--- config.mk ---
export PLATFORM = sky130hd
export DESIGN_NAME = pcie_edge_top
export DESIGN_NICKNAME = d
export VERILOG_FILES = /design/src/verilog/pcie_ctrl_pkg.sv /design/src/verilog/pcie_req_pkg.sv /design/src/verilog/cpl_stream_if.sv /design/src/verilog/commit_fifo.sv /design/src/verilog/pcie_edge_top.sv /design/src/verilog/rxreq_merge.sv /design/src/verilog/tag_mode_tracker.sv /design/src/verilog/tx_commit_gen.sv
export VERILOG_INCLUDE_DIRS = /design/src /design/src/verilog
export SDC_FILE = /design/constraint.sdc
export NUM_CORES = 1
export LEC_CHECK = 0
export BUFFER_PORTS_ARGS = -buffer_cell sky130_fd_sc_hd__buf_2
export CAP_MARGIN = 10
export CORE_ASPECT_RATIO = 1.1
export CORE_UTILIZATION = 28
export CTS_CLUSTER_SIZE = 40
export DETAILED_ROUTE_END_ITERATION = 7
export PLACE_DENSITY = 0.6
export SYNTH_ARGS = -nofsm -noshare
export SYNTH_HDL_FRONTEND = slang
export SYNTH_SLANG_ARGS = --single-unit
--- constraint.sdc ---
create_clock -name fim_clk -period 3.52 [get_ports fim_clk]
set_input_delay 0.352 -clock fim_clk [delete_from_list [all_inputs] [get_ports fim_clk]]
set_output_delay 0.352 -clock fim_clk [all_outputs]
set_load 0.1 [all_outputs]
--- src/verilog/pcie_edge_params.svh ---
// Shared field widths and commit queue depth for the PCIe request edge
`ifndef PCIE_EDGE_PARAMS_SVH
`define PCIE_EDGE_PARAMS_SVH

// --------------------
// Request fields
// --------------------

// Request tag, sized for 10-bit tag mode
`define PCIE_TAG_W 10

// Physical function number
`define PCIE_PF_W 3

// Virtual function number
`define PCIE_VF_W 11

// Length in dwords
`define PCIE_LEN_W 10

// --------------------
// Shadow word and queueing
// --------------------

// Control-shadow word as delivered by the subsystem
`define CTRL_SHDW_W 40

// Commit records held between TX and RXREQ
`define COMMIT_FIFO_DEPTH 4

`endif

--- src/verilog/pcie_ctrl_pkg.sv ---
// Control-shadow word fields and one-hot tag mode encoding
`default_nettype none

`include "pcie_edge_params.svh"

package pcie_ctrl_pkg;

   // Bit positions inside the shadow word
   localparam int SHDW_PF_LSB        = 0;
   localparam int SHDW_VF_LSB        = 3;
   localparam int SHDW_VF_ACTIVE_BIT = 14;
   localparam int SHDW_EXT_TAG_BIT   = 29;
   localparam int SHDW_TAG10_BIT     = 30;

   // Only this PF owns the tag mode
   localparam logic [`PCIE_PF_W-1:0] TAG_OWNER_PF = '0;

   typedef struct packed {
      logic [`PCIE_PF_W-1:0] pf_num;
      logic [`PCIE_VF_W-1:0] vf_num;
      logic                  vf_active;
      logic                  extended_tag;
      logic                  tag_enable_10bit;
   } t_ctrl_shdw;

   // One-hot, exactly one bit set at any time
   typedef enum logic [2:0] {
      TAG_5BIT  = 3'b001,
      TAG_8BIT  = 3'b010,
      TAG_10BIT = 3'b100
   } t_tag_mode;

   // Pull the used fields out of a raw shadow word
   function automatic t_ctrl_shdw decode_ctrl_shdw(input logic [`CTRL_SHDW_W-1:0] word);
      t_ctrl_shdw f;
      f.pf_num           = word[SHDW_PF_LSB +: `PCIE_PF_W];
      f.vf_num           = word[SHDW_VF_LSB +: `PCIE_VF_W];
      f.vf_active        = word[SHDW_VF_ACTIVE_BIT];
      f.extended_tag     = word[SHDW_EXT_TAG_BIT];
      f.tag_enable_10bit = word[SHDW_TAG10_BIT];
      return f;
   endfunction

endpackage

`default_nettype wire

--- src/verilog/pcie_req_pkg.sv ---
// Request opcodes and single-beat request header types for the PCIe edge
`default_nettype none

`include "pcie_edge_params.svh"

package pcie_req_pkg;

   // --------------------
   // Opcodes
   // --------------------

   // OP_CPL is only produced internally, as a write commit
   typedef enum logic [1:0] {
      OP_MRD  = 2'b00,
      OP_MWR  = 2'b01,
      OP_INTR = 2'b10,
      OP_CPL  = 2'b11
   } t_req_op;

   // --------------------
   // Headers
   // --------------------

   // Requesting function, 15 bits
   typedef struct packed {
      logic [`PCIE_PF_W-1:0] pf;
      logic [`PCIE_VF_W-1:0] vf;
      logic                  vf_active;
   } t_func_id;

   // Single-beat request header, 37 bits
   typedef struct packed {
      t_req_op                op;
      logic [`PCIE_TAG_W-1:0] tag;
      t_func_id               func;
      logic [`PCIE_LEN_W-1:0] len;   // dwords, zero on commits
   } t_pcie_req;

endpackage

`default_nettype wire

--- src/verilog/cpl_stream_if.sv ---
// Valid/ready stream carrying write commit records between edge blocks
`timescale 1ns/10ps
`default_nettype none

`include "pcie_edge_params.svh"

interface cpl_stream_if
   import pcie_req_pkg::*;
();

   logic                   valid;
   logic                   ready;
   logic [`PCIE_TAG_W-1:0] tag;
   t_func_id               func;   // function that issued the write

   modport source (
      output valid, tag, func,
      input  ready
   );

   modport sink (
      input  valid, tag, func,
      output ready
   );

endinterface

`default_nettype wire

--- src/verilog/commit_fifo.sv ---
// Circular queue holding write commit records until the RXREQ merger takes them
`timescale 1ns/10ps
`default_nettype none

`include "pcie_edge_params.svh"

module commit_fifo
   import pcie_req_pkg::*;
#(
   parameter int DEPTH = `COMMIT_FIFO_DEPTH
)(
   input  wire          fim_clk,
   input  wire          csr_rst_n,
   cpl_stream_if.sink   push,
   cpl_stream_if.source pop
);

   localparam int PTR_W = (DEPTH > 1) ? $clog2(DEPTH) : 1;
   localparam int CNT_W = $clog2(DEPTH + 1);

   logic [`PCIE_TAG_W-1:0] tag_mem [DEPTH];
   t_func_id               func_mem [DEPTH];
   logic [PTR_W-1:0]       wr_ptr;
   logic [PTR_W-1:0]       rd_ptr;
   logic [CNT_W-1:0]       count;
   logic                   do_push;
   logic                   do_pop;

   // Pointer step with wrap at DEPTH
   function automatic logic [PTR_W-1:0] next_ptr(input logic [PTR_W-1:0] ptr);
      logic [PTR_W-1:0] nxt;
      if (ptr == PTR_W'(DEPTH - 1)) begin
         nxt = '0;
      end else begin
         nxt = ptr + 1'b1;
      end
      return nxt;
   endfunction

   // Full shows up only as push.ready low
   assign push.ready = (count != CNT_W'(DEPTH));
   assign do_push    = push.valid && push.ready;

   // Head entry is read straight from storage
   assign pop.valid = (count != '0);
   assign pop.tag   = tag_mem[rd_ptr];
   assign pop.func  = func_mem[rd_ptr];
   assign do_pop    = pop.valid && pop.ready;

   always_ff @(posedge fim_clk) begin
      if (do_push) begin
         tag_mem[wr_ptr]  <= push.tag;
         func_mem[wr_ptr] <= push.func;
      end
   end

   // --------------------
   // Pointers and occupancy
   // --------------------
   always_ff @(posedge fim_clk) begin
      if (!csr_rst_n) begin
         wr_ptr <= '0;
         rd_ptr <= '0;
         count  <= '0;
      end else begin
         if (do_push) begin
            wr_ptr <= next_ptr(wr_ptr);
         end
         if (do_pop) begin
            rd_ptr <= next_ptr(rd_ptr);
         end
         // Push and pop together leave the count alone
         case ({do_push, do_pop})
            2'b10:   count <= count + 1'b1;
            2'b01:   count <= count - 1'b1;
            default: count <= count;
         endcase
      end
   end

endmodule

`default_nettype wire

--- src/verilog/pcie_edge_top.sv ---
// Top level of the PCIe request edge with write commits and tag mode tracking
`timescale 1ns/10ps
`default_nettype none

`include "pcie_edge_params.svh"

module pcie_edge_top
   import pcie_req_pkg::*;
   import pcie_ctrl_pkg::*;
(
   input  wire                    fim_clk,
   input  wire                    csr_rst_n,

   // Accelerator TX
   input  wire                    tx_valid,
   output logic                   tx_ready,
   input  wire t_pcie_req         tx_req,

   // Subsystem TX
   output logic                   ss_tx_valid,
   input  wire                    ss_tx_ready,
   output t_pcie_req              ss_tx_req,

   // Host RXREQ from the subsystem
   input  wire                    host_rxreq_valid,
   output logic                   host_rxreq_ready,
   input  wire t_pcie_req         host_rxreq,

   // Merged RXREQ toward the accelerator
   output logic                   rxreq_valid,
   input  wire                    rxreq_ready,
   output t_pcie_req              rxreq,

   // Control shadow
   input  wire                    ctrl_shdw_valid,
   input  wire [`CTRL_SHDW_W-1:0] ctrl_shdw_data,
   output t_tag_mode              tag_mode
);

   // Commit path, producer to queue and queue to merger
   cpl_stream_if cpl_push ();
   cpl_stream_if cpl_pop ();

   tx_commit_gen tx_commit_gen_i (
      .fim_clk     (fim_clk),
      .csr_rst_n   (csr_rst_n),
      .tx_valid    (tx_valid),
      .tx_ready    (tx_ready),
      .tx_req      (tx_req),
      .ss_tx_valid (ss_tx_valid),
      .ss_tx_ready (ss_tx_ready),
      .ss_tx_req   (ss_tx_req),
      .commit      (cpl_push)
   );

   commit_fifo #(
      .DEPTH (`COMMIT_FIFO_DEPTH)
   ) commit_fifo_i (
      .fim_clk   (fim_clk),
      .csr_rst_n (csr_rst_n),
      .push      (cpl_push),
      .pop       (cpl_pop)
   );

   rxreq_merge rxreq_merge_i (
      .fim_clk          (fim_clk),
      .csr_rst_n        (csr_rst_n),
      .host_rxreq_valid (host_rxreq_valid),
      .host_rxreq_ready (host_rxreq_ready),
      .host_rxreq       (host_rxreq),
      .commit           (cpl_pop),
      .rxreq_valid      (rxreq_valid),
      .rxreq_ready      (rxreq_ready),
      .rxreq            (rxreq)
   );

   tag_mode_tracker tag_mode_tracker_i (
      .fim_clk         (fim_clk),
      .csr_rst_n       (csr_rst_n),
      .ctrl_shdw_valid (ctrl_shdw_valid),
      .ctrl_shdw_data  (ctrl_shdw_data),
      .tag_mode        (tag_mode)
   );

endmodule

`default_nettype wire

--- src/verilog/rxreq_merge.sv ---
// Round-robin merge of host RXREQ items and write commits into one registered stream
`timescale 1ns/10ps
`default_nettype none

module rxreq_merge
   import pcie_req_pkg::*;
(
   input  wire            fim_clk,
   input  wire            csr_rst_n,

   // Host requests from the subsystem
   input  wire            host_rxreq_valid,
   output logic           host_rxreq_ready,
   input  wire t_pcie_req host_rxreq,

   // Commit records from the queue
   cpl_stream_if.sink     commit,

   // Merged stream toward the accelerator
   output logic           rxreq_valid,
   input  wire            rxreq_ready,
   output t_pcie_req      rxreq
);

   typedef enum logic {
      CH_HOST   = 1'b0,
      CH_COMMIT = 1'b1
   } t_rr_ch;

   t_rr_ch    last_ch;
   t_pcie_req cpl_item;
   t_pcie_req out_req;
   logic      out_valid;
   logic      can_load;
   logic      grant_host;
   logic      grant_cpl;
   logic      load;

   // Completion without data built from a commit record
   always_comb begin
      cpl_item.op   = OP_CPL;
      cpl_item.tag  = commit.tag;
      cpl_item.func = commit.func;
      cpl_item.len  = '0;
   end

   // --------------------
   // Arbitration
   // --------------------

   // Last winner yields when both sides are pending
   assign grant_host = host_rxreq_valid && (!commit.valid || last_ch == CH_COMMIT);
   assign grant_cpl  = commit.valid && !grant_host;

   // Output register reloads on the edge it drains
   assign can_load = !out_valid || rxreq_ready;
   assign load     = can_load && (grant_host || grant_cpl);

   assign host_rxreq_ready = can_load && grant_host;
   assign commit.ready     = can_load && grant_cpl;

   always_ff @(posedge fim_clk) begin
      if (!csr_rst_n) begin
         out_valid <= 1'b0;
         last_ch   <= CH_COMMIT;
      end else begin
         if (load) begin
            out_valid <= 1'b1;
            last_ch   <= grant_host ? CH_HOST : CH_COMMIT;
         end else if (rxreq_ready) begin
            out_valid <= 1'b0;
         end
      end
   end

   always_ff @(posedge fim_clk) begin
      if (load) begin
         out_req <= grant_host ? host_rxreq : cpl_item;
      end
   end

   assign rxreq_valid = out_valid;
   assign rxreq       = out_req;

endmodule

`default_nettype wire

--- src/verilog/tag_mode_tracker.sv ---
// Tracks the PF0 request tag mode from control-shadow words
`timescale 1ns/10ps
`default_nettype none

`include "pcie_edge_params.svh"

module tag_mode_tracker
   import pcie_ctrl_pkg::*;
(
   input  wire                    fim_clk,
   input  wire                    csr_rst_n,
   input  wire                    ctrl_shdw_valid,
   input  wire [`CTRL_SHDW_W-1:0] ctrl_shdw_data,
   output t_tag_mode              tag_mode
);

   logic       shdw_valid_q;
   t_ctrl_shdw shdw_q;
   logic       mode_upd;
   t_tag_mode  mode_next;

   // --------------------
   // Shadow word capture
   // --------------------
   always_ff @(posedge fim_clk) begin
      if (!csr_rst_n) begin
         shdw_valid_q <= 1'b0;
      end else begin
         shdw_valid_q <= ctrl_shdw_valid;
      end
   end

   always_ff @(posedge fim_clk) begin
      shdw_q <= decode_ctrl_shdw(ctrl_shdw_data);
   end

   // Words for other PFs or for VFs are ignored
   assign mode_upd = shdw_valid_q && (shdw_q.pf_num == TAG_OWNER_PF) && !shdw_q.vf_active;

   always_comb begin
      if (shdw_q.extended_tag && shdw_q.tag_enable_10bit) begin
         mode_next = TAG_10BIT;
      end else if (shdw_q.extended_tag) begin
         mode_next = TAG_8BIT;
      end else begin
         // Not extended, legacy 5 bit tags
         mode_next = TAG_5BIT;
      end
   end

   // --------------------
   // Tag mode
   // --------------------
   always_ff @(posedge fim_clk) begin
      if (!csr_rst_n) begin
         tag_mode <= TAG_5BIT;
      end else if (mode_upd) begin
         tag_mode <= mode_next;
      end
   end

endmodule

`default_nettype wire

--- src/verilog/tx_commit_gen.sv ---
// TX forwarder that emits one commit record for every write passed to the subsystem
`timescale 1ns/10ps
`default_nettype none

module tx_commit_gen
   import pcie_req_pkg::*;
(
   input  wire            fim_clk,
   input  wire            csr_rst_n,

   // From the accelerator
   input  wire            tx_valid,
   output logic           tx_ready,
   input  wire t_pcie_req tx_req,

   // Toward the subsystem
   output logic           ss_tx_valid,
   input  wire            ss_tx_ready,
   output t_pcie_req      ss_tx_req,

   // Commit records toward the queue
   cpl_stream_if.source   commit
);

   logic run_q;
   logic is_wr;
   logic cpl_room;

   // Hold traffic off until the first edge out of reset
   always_ff @(posedge fim_clk) begin
      if (!csr_rst_n) begin
         run_q <= 1'b0;
      end else begin
         run_q <= 1'b1;
      end
   end

   assign is_wr = (tx_req.op == OP_MWR);

   // Writes wait for a free commit slot, reads and interrupts never do
   assign cpl_room = !is_wr || commit.ready;

   // --------------------
   // Forward path
   // --------------------
   assign ss_tx_valid = run_q && tx_valid && cpl_room;
   assign ss_tx_req   = tx_req;
   assign tx_ready    = run_q && ss_tx_ready && cpl_room;

   // Commit pushes on the same edge the write leaves
   assign commit.valid = run_q && tx_valid && is_wr && ss_tx_ready;
   assign commit.tag   = tx_req.tag;
   assign commit.func  = tx_req.func;

endmodule

`default_nettype wire
Word-level counts from Yosys, hierarchy flattened
Memories as Yosys holds them, arrays and structs flattened. A register that Yosys moved wholly into a read port is not among the register bits.
Cells that the tools add are included.
- register bits: 57
- memory bits (writable): 100
- bits of input ports: 121
- word-level logic and storage cells: 75
- memories: 2
- memories (memory ; words ; bits a word ; read ports ; clocked after Yosys merged registers in ; wr ports ; RTL line ; source):
    commit_fifo_i.func_mem ; 4 ; 15 ; 1 ; 1 ; 1 ; commit_fifo.sv:22 ; t_func_id func_mem [DEPTH];
    commit_fifo_i.tag_mem ; 4 ; 10 ; 1 ; 1 ; 1 ; commit_fifo.sv:21 ; logic [`PCIE_TAG_W-1:0] tag_mem [DEPTH];
- $add $sub $neg: 4
- eq/ne operators: 6
- multiplexer cells: 16
- reductions and logical operators: 29
- operators with widths (operator ; number):
    $mux W35 ; 1
    $logic_and A1 B1 Y1 ; 16
    $mux W2 ; 7
    $eq A2 B2 Y1 const B ; 3
    $mux W1 ; 6
    $pmux W3 S2 ; 1
    $logic_not A1 Y1 ; 5
    $add A2 B1 Y2 const B ; 2
    $eq A2 B1 Y1 const B ; 2
    $logic_or A1 B1 Y1 ; 4
    $reduce_bool A2 Y1 ; 2
    $add A3 B1 Y3 const B ; 1
    $logic_not A3 Y1 ; 1
    $mux W3 ; 1
    $ne A3 B3 Y1 const B ; 1
    $reduce_bool A3 Y1 ; 1
    $sub A3 B1 Y3 const B ; 1

Logic depth before layout (Yosys ltp)
Gate-level depths: netlist (run 1).
- depth in word-level cells: 10
- mapped depth: 10

By module
A second synthesis (run 1) with hierarchy kept.
- cells, all modules: 369
- area total of the unflattened synthesis: 6563.8 um^2
- modules (own cells, without submodules) (module ; times used ; cells an instance ; area an instance (um^2)):
    commit_fifo ; 1 ; 187 ; 4102.7
    rxreq_merge ; 1 ; 92 ; 1634.1
    tx_commit_gen ; 1 ; 68 ; 528.0
    tag_mode_tracker ; 1 ; 22 ; 299.0

Least setup slack after synthesis (run 1)
OpenSTA, ideal clock, no wires.
- path kind: register to register
- start point: register rxreq_merge_i.out_valid (netlist: rxreq_merge_i.rxreq_valid)
- end point: register rxreq_merge_i.out_req, in the netlist rxreq_merge_i.rxreq[0], enable pin
- data arrival time: 2.528 ns
- required time: 3.088 ns
- setup slack: 0.560 ns
- cell stages (with the launch flop): 3
- period minus slack after synthesis: 2.960 ns
- cell sequence: dfxtp_1 > nor2b_1 > nor2_1
- longest elaborated chain between the ends: 3
- RTL lines (what ; RTL line ; source):
    from (decl) ; rxreq_merge.sv:33 ; logic out_valid;
    from (signal assigned) ; rxreq_merge.sv:64 ; out_valid <= 1'b0;
    from (signal assigned) ; rxreq_merge.sv:68 ; out_valid <= 1'b1;
    from (signal assigned) ; rxreq_merge.sv:71 ; out_valid <= 1'b0;
    $logic_not A1 Y1 ; rxreq_merge.sv:56 ; assign can_load = !out_valid || rxreq_ready;
    $logic_or A1 B1 Y1 ; rxreq_merge.sv:56 ;
    $logic_and A1 B1 Y1 ; rxreq_merge.sv:57 ; assign load = can_load && (grant_host || grant_cpl);
    named net rxreq_merge_i.load ; rxreq_merge.sv:37 ; logic load;
    to (signal assigned) ; rxreq_merge.sv:78 ; out_req <= grant_host ? host_rxreq : cpl_item;
    to (decl) ; rxreq_merge.sv:32 ; t_pcie_req out_req;
The timed path passes the listed nets, and every way through them passes these cells.
A chain may end at the register's enable or synchronous reset.

Worst setup path in the final report (run 1)
- start point: register commit_fifo_i.count[0]
- end point: output host_rxreq_ready
- longest elaborated chain between the ends: 5
- RTL lines (what ; RTL line ; source):
    from (decl) ; commit_fifo.sv:25 ; logic [CNT_W-1:0] count;
    from (signal assigned) ; commit_fifo.sv:74 ; 2'b10: count <= count + 1'b1;
    from (signal assigned) ; commit_fifo.sv:75 ; 2'b01: count <= count - 1'b1;
    from (signal assigned) ; commit_fifo.sv:76 ; default: count <= count;
    $reduce_bool A3 Y1 ; commit_fifo.sv:45 ; assign pop.valid = (count != '0);
    $logic_not A1 Y1 ; rxreq_merge.sv:52 ; assign grant_host = host_rxreq_valid && (!commit.valid || last_ch == CH_COMMIT);
    $logic_or A1 B1 Y1 ; rxreq_merge.sv:52 ;
    $logic_and A1 B1 Y1 ; rxreq_merge.sv:52 ;
    $logic_and A1 B1 Y1 ; rxreq_merge.sv:59 ; assign host_rxreq_ready = can_load && grant_host;
    to (decl) ; pcie_edge_top.sv:26 ; output logic host_rxreq_ready,
Every way passes these cells.

==> flow_metrics.py, run 1 <==
metrics = {
    "run_status": {
        "status": "complete, no violations",
    },
    "clocking": {
        "clk_path_buf_depth": 2,
        "cts_resized": 0,
        "clk_latency_ns": 0.41,
        "cts.sinks": 159,
        "clkTransAtPathRegs_ns": 0.07,
        "cts_hold_buf": 0,
        "cts_setup_buffers": 0,
        "cts_tree": "built",
        "htree_levels": 4,
        "cts_buffers": 17,
        "cts_root_buf": "clkbuf_16",
    },
    "pwr": {
        "leakagePower_uw": 0.00276,
        "power.density_mw_per_mm2": 613,
        "ir_worst_vdd_v": 0.000283,
        "total_power_uw": 4700,
    },
    "synth": {
        "synth_area_mm2": 0.00627,
        "ys_ff_latch": 159,
        "yosysTopAreaCellShare": 0.656,
        "yosys_warnings": 0,
        "syn_nets": 468,
        "synthDominantAreaCellType": "edfxtp_1",
        "synth_flop_cell": "edfxtp_1",
        "syn_avg_cell_area_um2": 18.4,
        "ys_seq_area_frac": 0.727,
        "async_flop_share": 0,
        "synth_cells": 340,
        "synth_edf_count": 137,
        "ys_top_cells_by_area": "edfxtp_1 66%, mux4_2 9.0%, dfxtp_1 7.0%, mux2_2 4.5%, buf_4 4.4%",
        "synthDistinctLibCells": 31,
    },
    "grt": {
        "grt_util_met1": 0.118,
        "grt_use_total": 0.109,
        "grt_max_degree": 27,
        "grt-ovfl-total": 0,
        "gr-max-usage-layer": "met2",
        "grt_pass1_wl_um": 18200,
        "antenna_found_initial": 0,
        "grt_use_met2": 0.198,
        "first_global_vias": 3458,
        "use_met3": 0.0308,
    },
    "detailed_routing": {
        "drt-wirelength-per-cell_um": 15.2,
        "wl_um": 11700,
        "vias": 3264,
        "drc": 0,
        "via_per_inst": 4.24,
        "drtPass1Iterations": 4,
        "ant_nets": 0,
        "drt_iter0_drc": 142,
    },
    "placed_design": {
        "place.gp.congestion": 0.712,
        "place_hpwl_um": 7640,
        "io_buffers": 147,
    },
    "worst_hold_path": {
        "holdPathStages": 1,
        "hold_class": "input pin to flop",
        "min_from": "ctrl_shdw_data[14]",
        "whs_endpoint": "tag_mode_tracker_i.shdw_q[2]",
    },
    "finish": {
        "mostFrequentLayoutCell": "buf_2",
        "areaGrowthSynthToFinish_pct": 22.2,
        "final_nets": 589,
        "drive_gt1_frac": 0.504,
        "diodes": 0,
        "fill_cells": 2108,
        "final_cell_mix": "147 x buf_2, 137 x edfxtp_1, 25 x mux4_2, 25 x mux2_2, 20 x dfxtp_1",
    },
    "timing": {
        "finalSetupViolations": 0,
        "hold_viol_final": 0,
        "fin_tns_setup_ns": 0,
        "rsz0062_at_grt": "false",
        "relSlewSlack": 0.334,
        "timing.final.max_slew_violations": 0,
        "min_period_ns": 2.55,
        "worst_slew_pin_slew_ns": 0.996,
        "clock.fmax_mhz": 392,
        "post-route-period-util": 0.725,
        "finClkSkew_ns": 0.0127,
    },
    "setup_path": {
        "end_kind": "output pin",
        "worstSetupPathType": "flop to output pin",
        "rrSetupSlack_ns": 1.06,
        "startpoint_type": "flop",
        "r2r-end": "commit_fifo_i.count[2]",
        "reg2regPathDepth": 8,
        "r2r-start": "commit_fifo_i.count[0]",
        "worst_ep_arrival_time_ns": 2.20,
        "cp_data_required_time_ns": 3.17,
        "worstPathMaxFanout": 26,
    },
    "floorplan": {
        "num_rows": 57,
        "die_w_um": 145,
        "die_h_um": 159,
        "fp.dieArea_mm2": 0.0230,
        "core_area_mm2": 0.0220,
        "initial_utilization": 0.284,
        "io_pins": 202,
    },
    "job": {
        "maxCapViolations": 0,
    },
}
[worst max-delay path, cell delays in order (launching register included)]
cell and delay [ns]:
dfxtp_1 0.35, nor3_1 0.44, o21ai_4 0.36, nor2_1 0.20, buf_2 0.45
[final cells by class]
type	instances	area, um^2	share of cell area
Clock buffer	24	514	0.0672
Clock inverter	8	50.0	0.00654
Inverter	7	26.3	0.00343
Multi-Input combinational cell	126	1380	0.180
Sequential cell	159	4560	0.595
Tap cell	295	369	0.0482
Timing Repair Buffer	150	758	0.0990
[logic make-up (layout without fill, tap and decap cells)]
kind of cell	Yosys count	after routing	synth area share
AND/OR/NAND/NOR	46	46	0.0425
XOR/XNOR	2	2	0.00280
flip-flops	159	159	0.727
AO/OA/AOI/OAI	17	17	0.0156
adder cells (fa/ha/maj)	7	7	0.0152
buffers and inverters	55	189	0.0561
multiplexers	54	54	0.141
[where the power goes]
part / switching [uW] / internal, uW
clock network: 709 / 1030
logic: 650 / 155
registers: 26.5 / 2130
total: 1390 / 3310
[state kept, by name, indices dropped and copies added, names as in the netlist, named ones only]
| signal | cells |
|---|---|
| commit_fifo_i.func_mem | 60 |
| commit_fifo_i.tag_mem | 40 |
| rxreq_merge_i.rxreq | 37 |
| tag_mode_tracker_i.shdw_q | 6 |
| commit_fifo_i.count | 3 |
| tag_mode_tracker_i.tag_mode | 3 |
| commit_fifo_i.rd_ptr | 2 |
| commit_fifo_i.wr_ptr | 2 |
| rxreq_merge_i.last_ch | 1 |
| rxreq_merge_i.rxreq_valid | 1 |
| tag_mode_tracker_i.shdw_valid_q | 1 |
| tx_commit_gen_i.run_q | 1 |
[cells in the mapped netlist (6+ instances only)]
library cell    n
a21oi_1         8
and2_1         15
buf_4          37
clkbuf_1        6
dfxtp_1        22
edfxtp_1      137
ha_1            6
inv_1           7
mux2_2         25
mux4_2         25
nand2_1         9
nor2_1          6
[per-layer routing]
layer / vias up / part of all wire
met2: 92 / 0.55
met1: 1653 / 0.40
met3: 12 / 0.039
met5: - / 0
met4: 0 / 0.013
li1: 1507 / -
[metrics by stage]
stage / hold slack [ns] / util / instance area [um^2] / std cells / setup slack, ns
floorplan: 0.380 / - / 6270 / 340 / 0.560
global placement: 0.455 / 0.322 / 7090 / 737 / 1.09
detailed placement: 0.456 / 0.322 / 7090 / 737 / 1.00
CTS: 0.0111 / 0.347 / 7660 / 769 / 0.890
global route: 0.00275 / 0.347 / 7660 / 769 / 0.769
finish: 0.0357 / 0.347 / 7660 / 769 / 0.966
[worst max path at each step]
| stage | startpoint | cells after the start | to | slack (ns) |
|---|---|---|---|---|
| 2_1_floorplan | rxreq_merge_i.rxreq_valid | 2 | rxreq_merge_i.rxreq[0] | 0.56 |
| 3_3_place_gp | rxreq_ready | 9 | commit_fifo_i.count[2] | 1.09 |
| 3_5_place_dp | rxreq_ready | 9 | commit_fifo_i.count[2] | 1.00 |
| 4_1_cts | commit_fifo_i.count[0] | 4 | host_rxreq_ready | 0.89 |
| 5_1_grt | commit_fifo_i.count[0] | 4 | host_rxreq_ready | 0.77 |
| 6_report | commit_fifo_i.count[0] | 4 | host_rxreq_ready | 0.97 |
No activity file was read; power rests on OpenSTA's default activity.
==> run 2: changes to the inputs <==
Settings changed: ABC_AREA set to 1.
Clock period 3.52 ns to 2.6 ns, I/O delays scaled along.
==> flow_metrics.py, run 2 <==
metrics = {
    "finish": {
        "final_nets": 821,
        "final_cell_mix": "147 x buf_2, 137 x edfxtp_1, 100 x nand2_1, 87 x nor2_1, 71 x o21ai_0",
        "fill_cells": 2278,
        "mostFrequentLayoutCell": "buf_2",
        "final_util": 0.353,
        "stdcell_count": 1006,
        "largest_reg_flops": 60,
        "diodes": 0,
        "stdcell_area_mm2": 0.00807,
        "areaGrowthSynthToFinish_pct": 23.7,
        "drive_gt1_frac": 0.295,
        "top_register": "commit_fifo_i.func_mem",
    },
    "pwr": {
        "ir_worst_vdd_v": 0.000481,
        "leakagePower_uw": 0.00328,
        "power.density_mw_per_mm2": 1280,
    },
    "timing": {
        "post-route-period-util": 0.756,
        "clock.fmax_mhz": 509,
        "finClkSkew_ns": 0.00870,
        "worst_slack_ns": 0.634,
        "finalSetupViolations": 0,
        "hold_viol_final": 0,
        "min_period_ns": 1.97,
        "rsz0062_at_grt": "false",
        "fin_tns_setup_ns": 0,
        "worst_slew_pin_slew_ns": 0.598,
        "relSlewSlack": 0.601,
        "timing.final.max_slew_violations": 0,
    },
    "grt": {
        "grt_max_degree": 51,
        "grt-ovfl-total": 0,
        "antenna_found_initial": 0,
        "grt_use_total": 0.116,
        "first_global_vias": 3895,
        "grt_pass1_wl_um": 20500,
    },
    "clocking": {
        "cts_root_buf": "clkbuf_16",
        "clkTransAtPathRegs_ns": 0.06,
        "cts_tree": "built",
        "clk_latency_ns": 0.42,
        "htree_levels": 4,
        "cts_buffers": 17,
        "clk_path_buf_depth": 2,
        "cts.sinks": 159,
        "cts_setup_buffers": 0,
    },
    "synth": {
        "synth_edf_count": 137,
        "synthTopCellsByCount": "137 x edfxtp_1, 101 x nand2_1, 91 x nor2_1",
        "ys_top_cells_by_area": "edfxtp_1 63%, dfxtp_1 6.8%, nand2_1 5.8%, o21ai_0 5.4%, nor2_1 5.2%",
        "synth_area_mm2": 0.00652,
        "async_flop_share": 0,
        "ys_seq_area_frac": 0.698,
        "yosys_warnings": 0,
        "synth_flop_cell": "edfxtp_1",
        "yosysTopAreaCellShare": 0.631,
        "yosysMostFrequentCell": "edfxtp_1",
        "syn_nets": 697,
        "synthDistinctLibCells": 24,
        "syn_avg_cell_area_um2": 11.5,
        "ys_ff_latch": 159,
        "synthDominantAreaCellType": "edfxtp_1",
        "synth_cells": 569,
    },
    "placed_design": {
        "place_ws_ns": 0.650,
        "io_buffers": 147,
        "place_hpwl_um": 8950,
        "post_dp_cell_area_mm2": 0.00741,
        "place.gp.congestion": 0.690,
        "dp.cells": 968,
    },
    "run_status": {
        "status": "complete, no violations",
    },
    "setup_path": {
        "r2r-start": "commit_fifo_i.count[0]",
        "slowest_delay_ns": 0.38,
        "path_buf_inv": 2,
        "cp_slowest_cell": "dfxtp_1",
        "end_kind": "flop",
        "cp_cell_sequence": "nor2_2, nand2_2, o211ai_1, inv_1, ha_1, inv_1, fa_1, nand2_1, nand3_1, o21ai_0, a21oi_1",
        "critPathTopFamily": "adder cells",
        "critical_path_depth": 11,
        "cp_data_required_time_ns": 2.91,
        "rrSetupSlack_ns": 0.63,
        "startpoint_type": "flop",
        "cp_common_cell": "inv_1",
        "worst_ep_arrival_time_ns": 2.28,
        "crit_path_end": "commit_fifo_i.count[2]",
        "r2r-end": "commit_fifo_i.count[2]",
        "worstPathMaxFanout": 6,
        "crit_path_start": "commit_fifo_i.count[0]",
        "reg2regPathDepth": 11,
        "worstSetupPathType": "flop to flop",
    },
    "detailed_routing": {
        "wl_um": 13600,
        "drt-wirelength-per-cell_um": 13.5,
        "drc": 0,
        "drt_iter0_drc": 195,
        "drtPass1Iterations": 4,
        "ant_nets": 0,
        "vias": 4216,
        "via_per_inst": 4.19,
    },
    "floorplan": {
        "die_w_um": 148,
        "initial_utilization": 0.285,
        "die_h_um": 162,
        "fp.dieArea_mm2": 0.0239,
        "num_rows": 58,
        "io_pins": 202,
        "core_area_mm2": 0.0229,
    },
    "worst_hold_path": {
        "hold_class": "input pin to flop",
    },
    "job": {
        "maxCapViolations": 0,
    },
}
## run 2: worst min path at each step
stage | startpoint | endpoint | slack (ns) | cells past startpoint
finish | ctrl_shdw_valid | tag_mode_tracker_i.shdw_valid_q | 0.02 | 3
global route | ctrl_shdw_valid | tag_mode_tracker_i.shdw_valid_q | 0.02 | 3
CTS | ctrl_shdw_valid | tag_mode_tracker_i.shdw_valid_q | 0.0007 | 3
detailed placement | ctrl_shdw_data[0] | tag_mode_tracker_i.shdw_q[14] | 0.36 | 1
global placement | ctrl_shdw_data[14] | tag_mode_tracker_i.shdw_q[2] | 0.36 | 1
floorplan | ctrl_shdw_data[30] | tag_mode_tracker_i.shdw_q[0] | 0.29 | 0
## run 2: kinds of logic after synthesis
kind of cell / after synthesis / synth area share
flops: 159 / 0.698
fa+ha+maj: 7 / 0.0146
simple gates: 217 / 0.134
buf+inv: 99 / 0.0856
compound gates: 87 / 0.0675
## run 2: where the power goes
part	internal [uW]	switching (uW)	leakage [uW]
Clock	1520	997	0.000287
Sequential	3300	105	0.00145
Combinational	724	3690	0.00154
Total	5540	4790	0.00328
## run 2: what timing repair did
item                                    4_1_cts  5_1_grt
hold buffers                                  6        0
endpoints found under the setup margin        0        0
gates resized for setup                       0        0
hold endpoints to repair                      6        0
## run 2: final cells by class
type,instances,area (um^2),area share
Clock buffer,20,437,0.0541
Clock inverter,12,159,0.0197
Inverter,39,149,0.0185
Multi-Input combinational cell,311,1440,0.179
Sequential cell,159,4560,0.565
Tap cell,300,375,0.0465
Timing Repair Buffer,165,948,0.118
## run 2: worst reg2reg max path, delay by kind of cell, from the launching register on
family                   cells  cell delay [ns]
AO/OA/AOI/OAI                3             0.43
adder cells (fa/ha/maj)      2             0.55
buffers and inverters        2             0.19
flip-flops                   1             0.38
AND/OR/NAND/NOR              4             0.32
## run 2: metrics by stage
stage / total power, uW / hold slack (ns)
after floorplan: 7190 / 0.288
after global placement: 7870 / 0.363
after detailed placement: 7920 / 0.364
after CTS: 10500 / 0.000654
after global routing: 10800 / 0.0249
final: 10300 / 0.0184
## run 2: layer usage
layer	part of all wire	track usage	vias up
met5	0	0	-
met4	0.016	0.0511	0
met3	0.038	0.0236	15
met2	0.53	0.210	95
met1	0.42	0.132	1985
li1	-	-	2121
==> run 3: changes to the inputs <==
Settings changed: PLACE_DENSITY 0.6 to 0.62.
Clock period 2.6 ns to 1.6 ns, I/O delays scaled along.
==> flow_metrics.py, run 3 (same netlist as run 2, synthesis figures left out) <==
metrics = {
    "floorplan": {
        "core_area_mm2": 0.0229,
        "die_h_um": 162,
        "fp.dieArea_mm2": 0.0239,
        "die_w_um": 148,
        "io_pins": 202,
        "num_rows": 58,
        "initial_utilization": 0.285,
    },
    "detailed_routing": {
        "via_per_inst": 4.15,
        "ant_nets": 0,
        "wl_um": 14100,
        "drtPass1Iterations": 4,
        "vias": 4461,
        "drt_iter0_drc": 237,
        "drc": 0,
        "drt-wirelength-per-cell_um": 13.1,
    },
    "timing": {
        "worst_slew_pin_slew_ns": 0.533,
        "fin_tns_setup_ns": -0.0652,
        "hold_viol_final": 0,
        "fin_hold_ws_ns": 0.0214,
        "finalSetupViolations": 3,
        "worst_slack_ns": -0.0565,
        "timing.final.max_slew_violations": 0,
        "min_period_ns": 1.66,
        "post-route-period-util": 1.04,
        "rsz0062_at_grt": "true",
        "clock.fmax_mhz": 604,
        "finClkSkew_ns": 0.00703,
        "relSlewSlack": 0.647,
    },
    "worst_hold_path": {
        "holdPathStages": 1,
        "hold_class": "input pin to flop",
    },
    "finish": {
        "largest_reg_flops": 60,
        "drive_gt1_frac": 0.323,
        "stdcell_area_mm2": 0.00887,
        "final_cell_mix": "144 x buf_2, 137 x edfxtp_1, 96 x nand2_1, 83 x nor2_1, 70 x o21ai_0",
        "final_nets": 890,
        "areaGrowthSynthToFinish_pct": 36.1,
        "stdcell_count": 1074,
        "diodes": 0,
        "top_register": "commit_fifo_i.func_mem",
        "mostFrequentLayoutCell": "buf_2",
    },
    "setup_path": {
        "worstSetupPathType": "flop to flop",
        "worstPathMaxFanout": 2,
        "rrSetupSlack_ns": -0.06,
        "worst_ep_arrival_time_ns": 1.97,
        "end_kind": "flop",
        "cp_data_required_time_ns": 1.91,
        "reg2regPathDepth": 11,
        "startpoint_type": "flop",
    },
    "grt": {
        "gr-max-usage-layer": "met2",
        "grt_util_met1": 0.133,
        "grt_max_degree": 51,
        "grt_use_total": 0.121,
        "grt_use_met2": 0.216,
        "grt_pass1_wl_um": 21600,
        "first_global_vias": 4364,
        "antenna_found_initial": 0,
        "use_met3": 0.0289,
        "grt-ovfl-total": 0,
    },
    "clocking": {
        "clk_latency_ns": 0.42,
        "cts_tree": "built",
        "cts_buffers": 17,
        "clk_path_buf_depth": 2,
        "cts_root_buf": "clkbuf_16",
        "htree_levels": 4,
        "cts.sinks": 159,
        "clkTransAtPathRegs_ns": 0.06,
    },
    "pwr": {
        "clkPwrFrac": 0.218,
        "power.density_mw_per_mm2": 1940,
        "ir_worst_vdd_v": 0.00100,
        "leakagePower_uw": 0.00361,
        "seq_power_share": 0.323,
        "p_comb_frac": 0.460,
        "internal_power_uw": 9270,
        "swShare": 0.462,
        "p_sw_uw": 7970,
    },
    "placed_design": {
        "place.gp.congestion": 0.730,
        "place_ws_ns": -0.143,
        "post_dp_cell_area_mm2": 0.00762,
        "io_buffers": 147,
        "place_hpwl_um": 8760,
        "dp.cells": 984,
    },
    "run_status": {
        "status": "finished, violations left",
        "violations": "setup timing",
    },
    "job": {
        "maxCapViolations": 0,
    },
}
[run 3: cell types whose count changed in the layout (fill, tap and decap cells not counted), sizes merged]
cell	delta
dlygate4sd3	+47
clkinv	-2
bufinv	-2
inv	-1
clkbuf	+1
buf	+20
clkinvlp	+5
[run 3: routing by layer]
layer  part of all wire  wire [um]
met5                  0          0
met4              0.027        383
met3              0.039        556
met2               0.50       7110
met1               0.43       6040
[run 3: final cells by class]
type,count,area (um^2)
clock inverter,12,115
fill,2171,14000
clock buffer,19,433
multi-input combinational,311,1500
timing repair buffer,234,1730
sequential,159,4560
tap,300,375
inverter,39,149
[run 3: power by group through the flow]
| stage | sequential, uW | combinational [uW] | clock, uW |
|---|---|---|---|
| 2_1_floorplan | 9230 | 2470 | 0 |
| 3_3_place_gp | 5620 | 7530 | 0 |
| 3_5_place_dp | 5630 | 7610 | 0 |
| 4_1_cts | 5560 | 7850 | 3870 |
| 5_1_grt | 5620 | 8450 | 4030 |
| 6_report | 5560 | 7930 | 3750 |
[run 3: metrics by stage]
step	utilization	total power, uW
2_1_floorplan	-	11700
3_3_place_gp	0.333	13100
3_5_place_dp	0.333	13200
4_1_cts	0.383	17300
5_1_grt	0.388	18100
6_report	0.388	17200
[run 3: path summary, 6_finish.rpt]
kind | endpoint | startpoint
max | commit_fifo_i.count[2] | commit_fifo_i.count[0]
min | commit_fifo_i.tag_mem[3][9] | tx_req[34]
max reg2reg | commit_fifo_i.count[2] | commit_fifo_i.count[0]
min reg2reg | tag_mode_tracker_i.tag_mode[2] | tag_mode_tracker_i.tag_mode[2]
[run 3: worst max-delay path: stages (launching register included)]
cell	delay, ns
dfxtp_2	0.36
nor2_4	0.04
nand2_2	0.06
o211ai_1	0.12
inv_1	0.09
ha_2	0.18
inv_2	0.04
fa_2	0.34
nand2_2	0.08
nand3_2	0.07
o21ai_1	0.12
a21oi_1	0.05
[run 3: what timing repair did]
| item | 4_1_cts | 5_1_grt |
|---|---|---|
| resized for setup | 18 | 12 |
| endpoints found under the hold margin | 125 | 0 |
| pin swaps | 4 | 4 |
| cloned | 0 | 2 |
| setup endpoints to repair | 5 | 122 |
| buffers inserted | 3 | 2 |
| hold buffers | 53 | 0 |
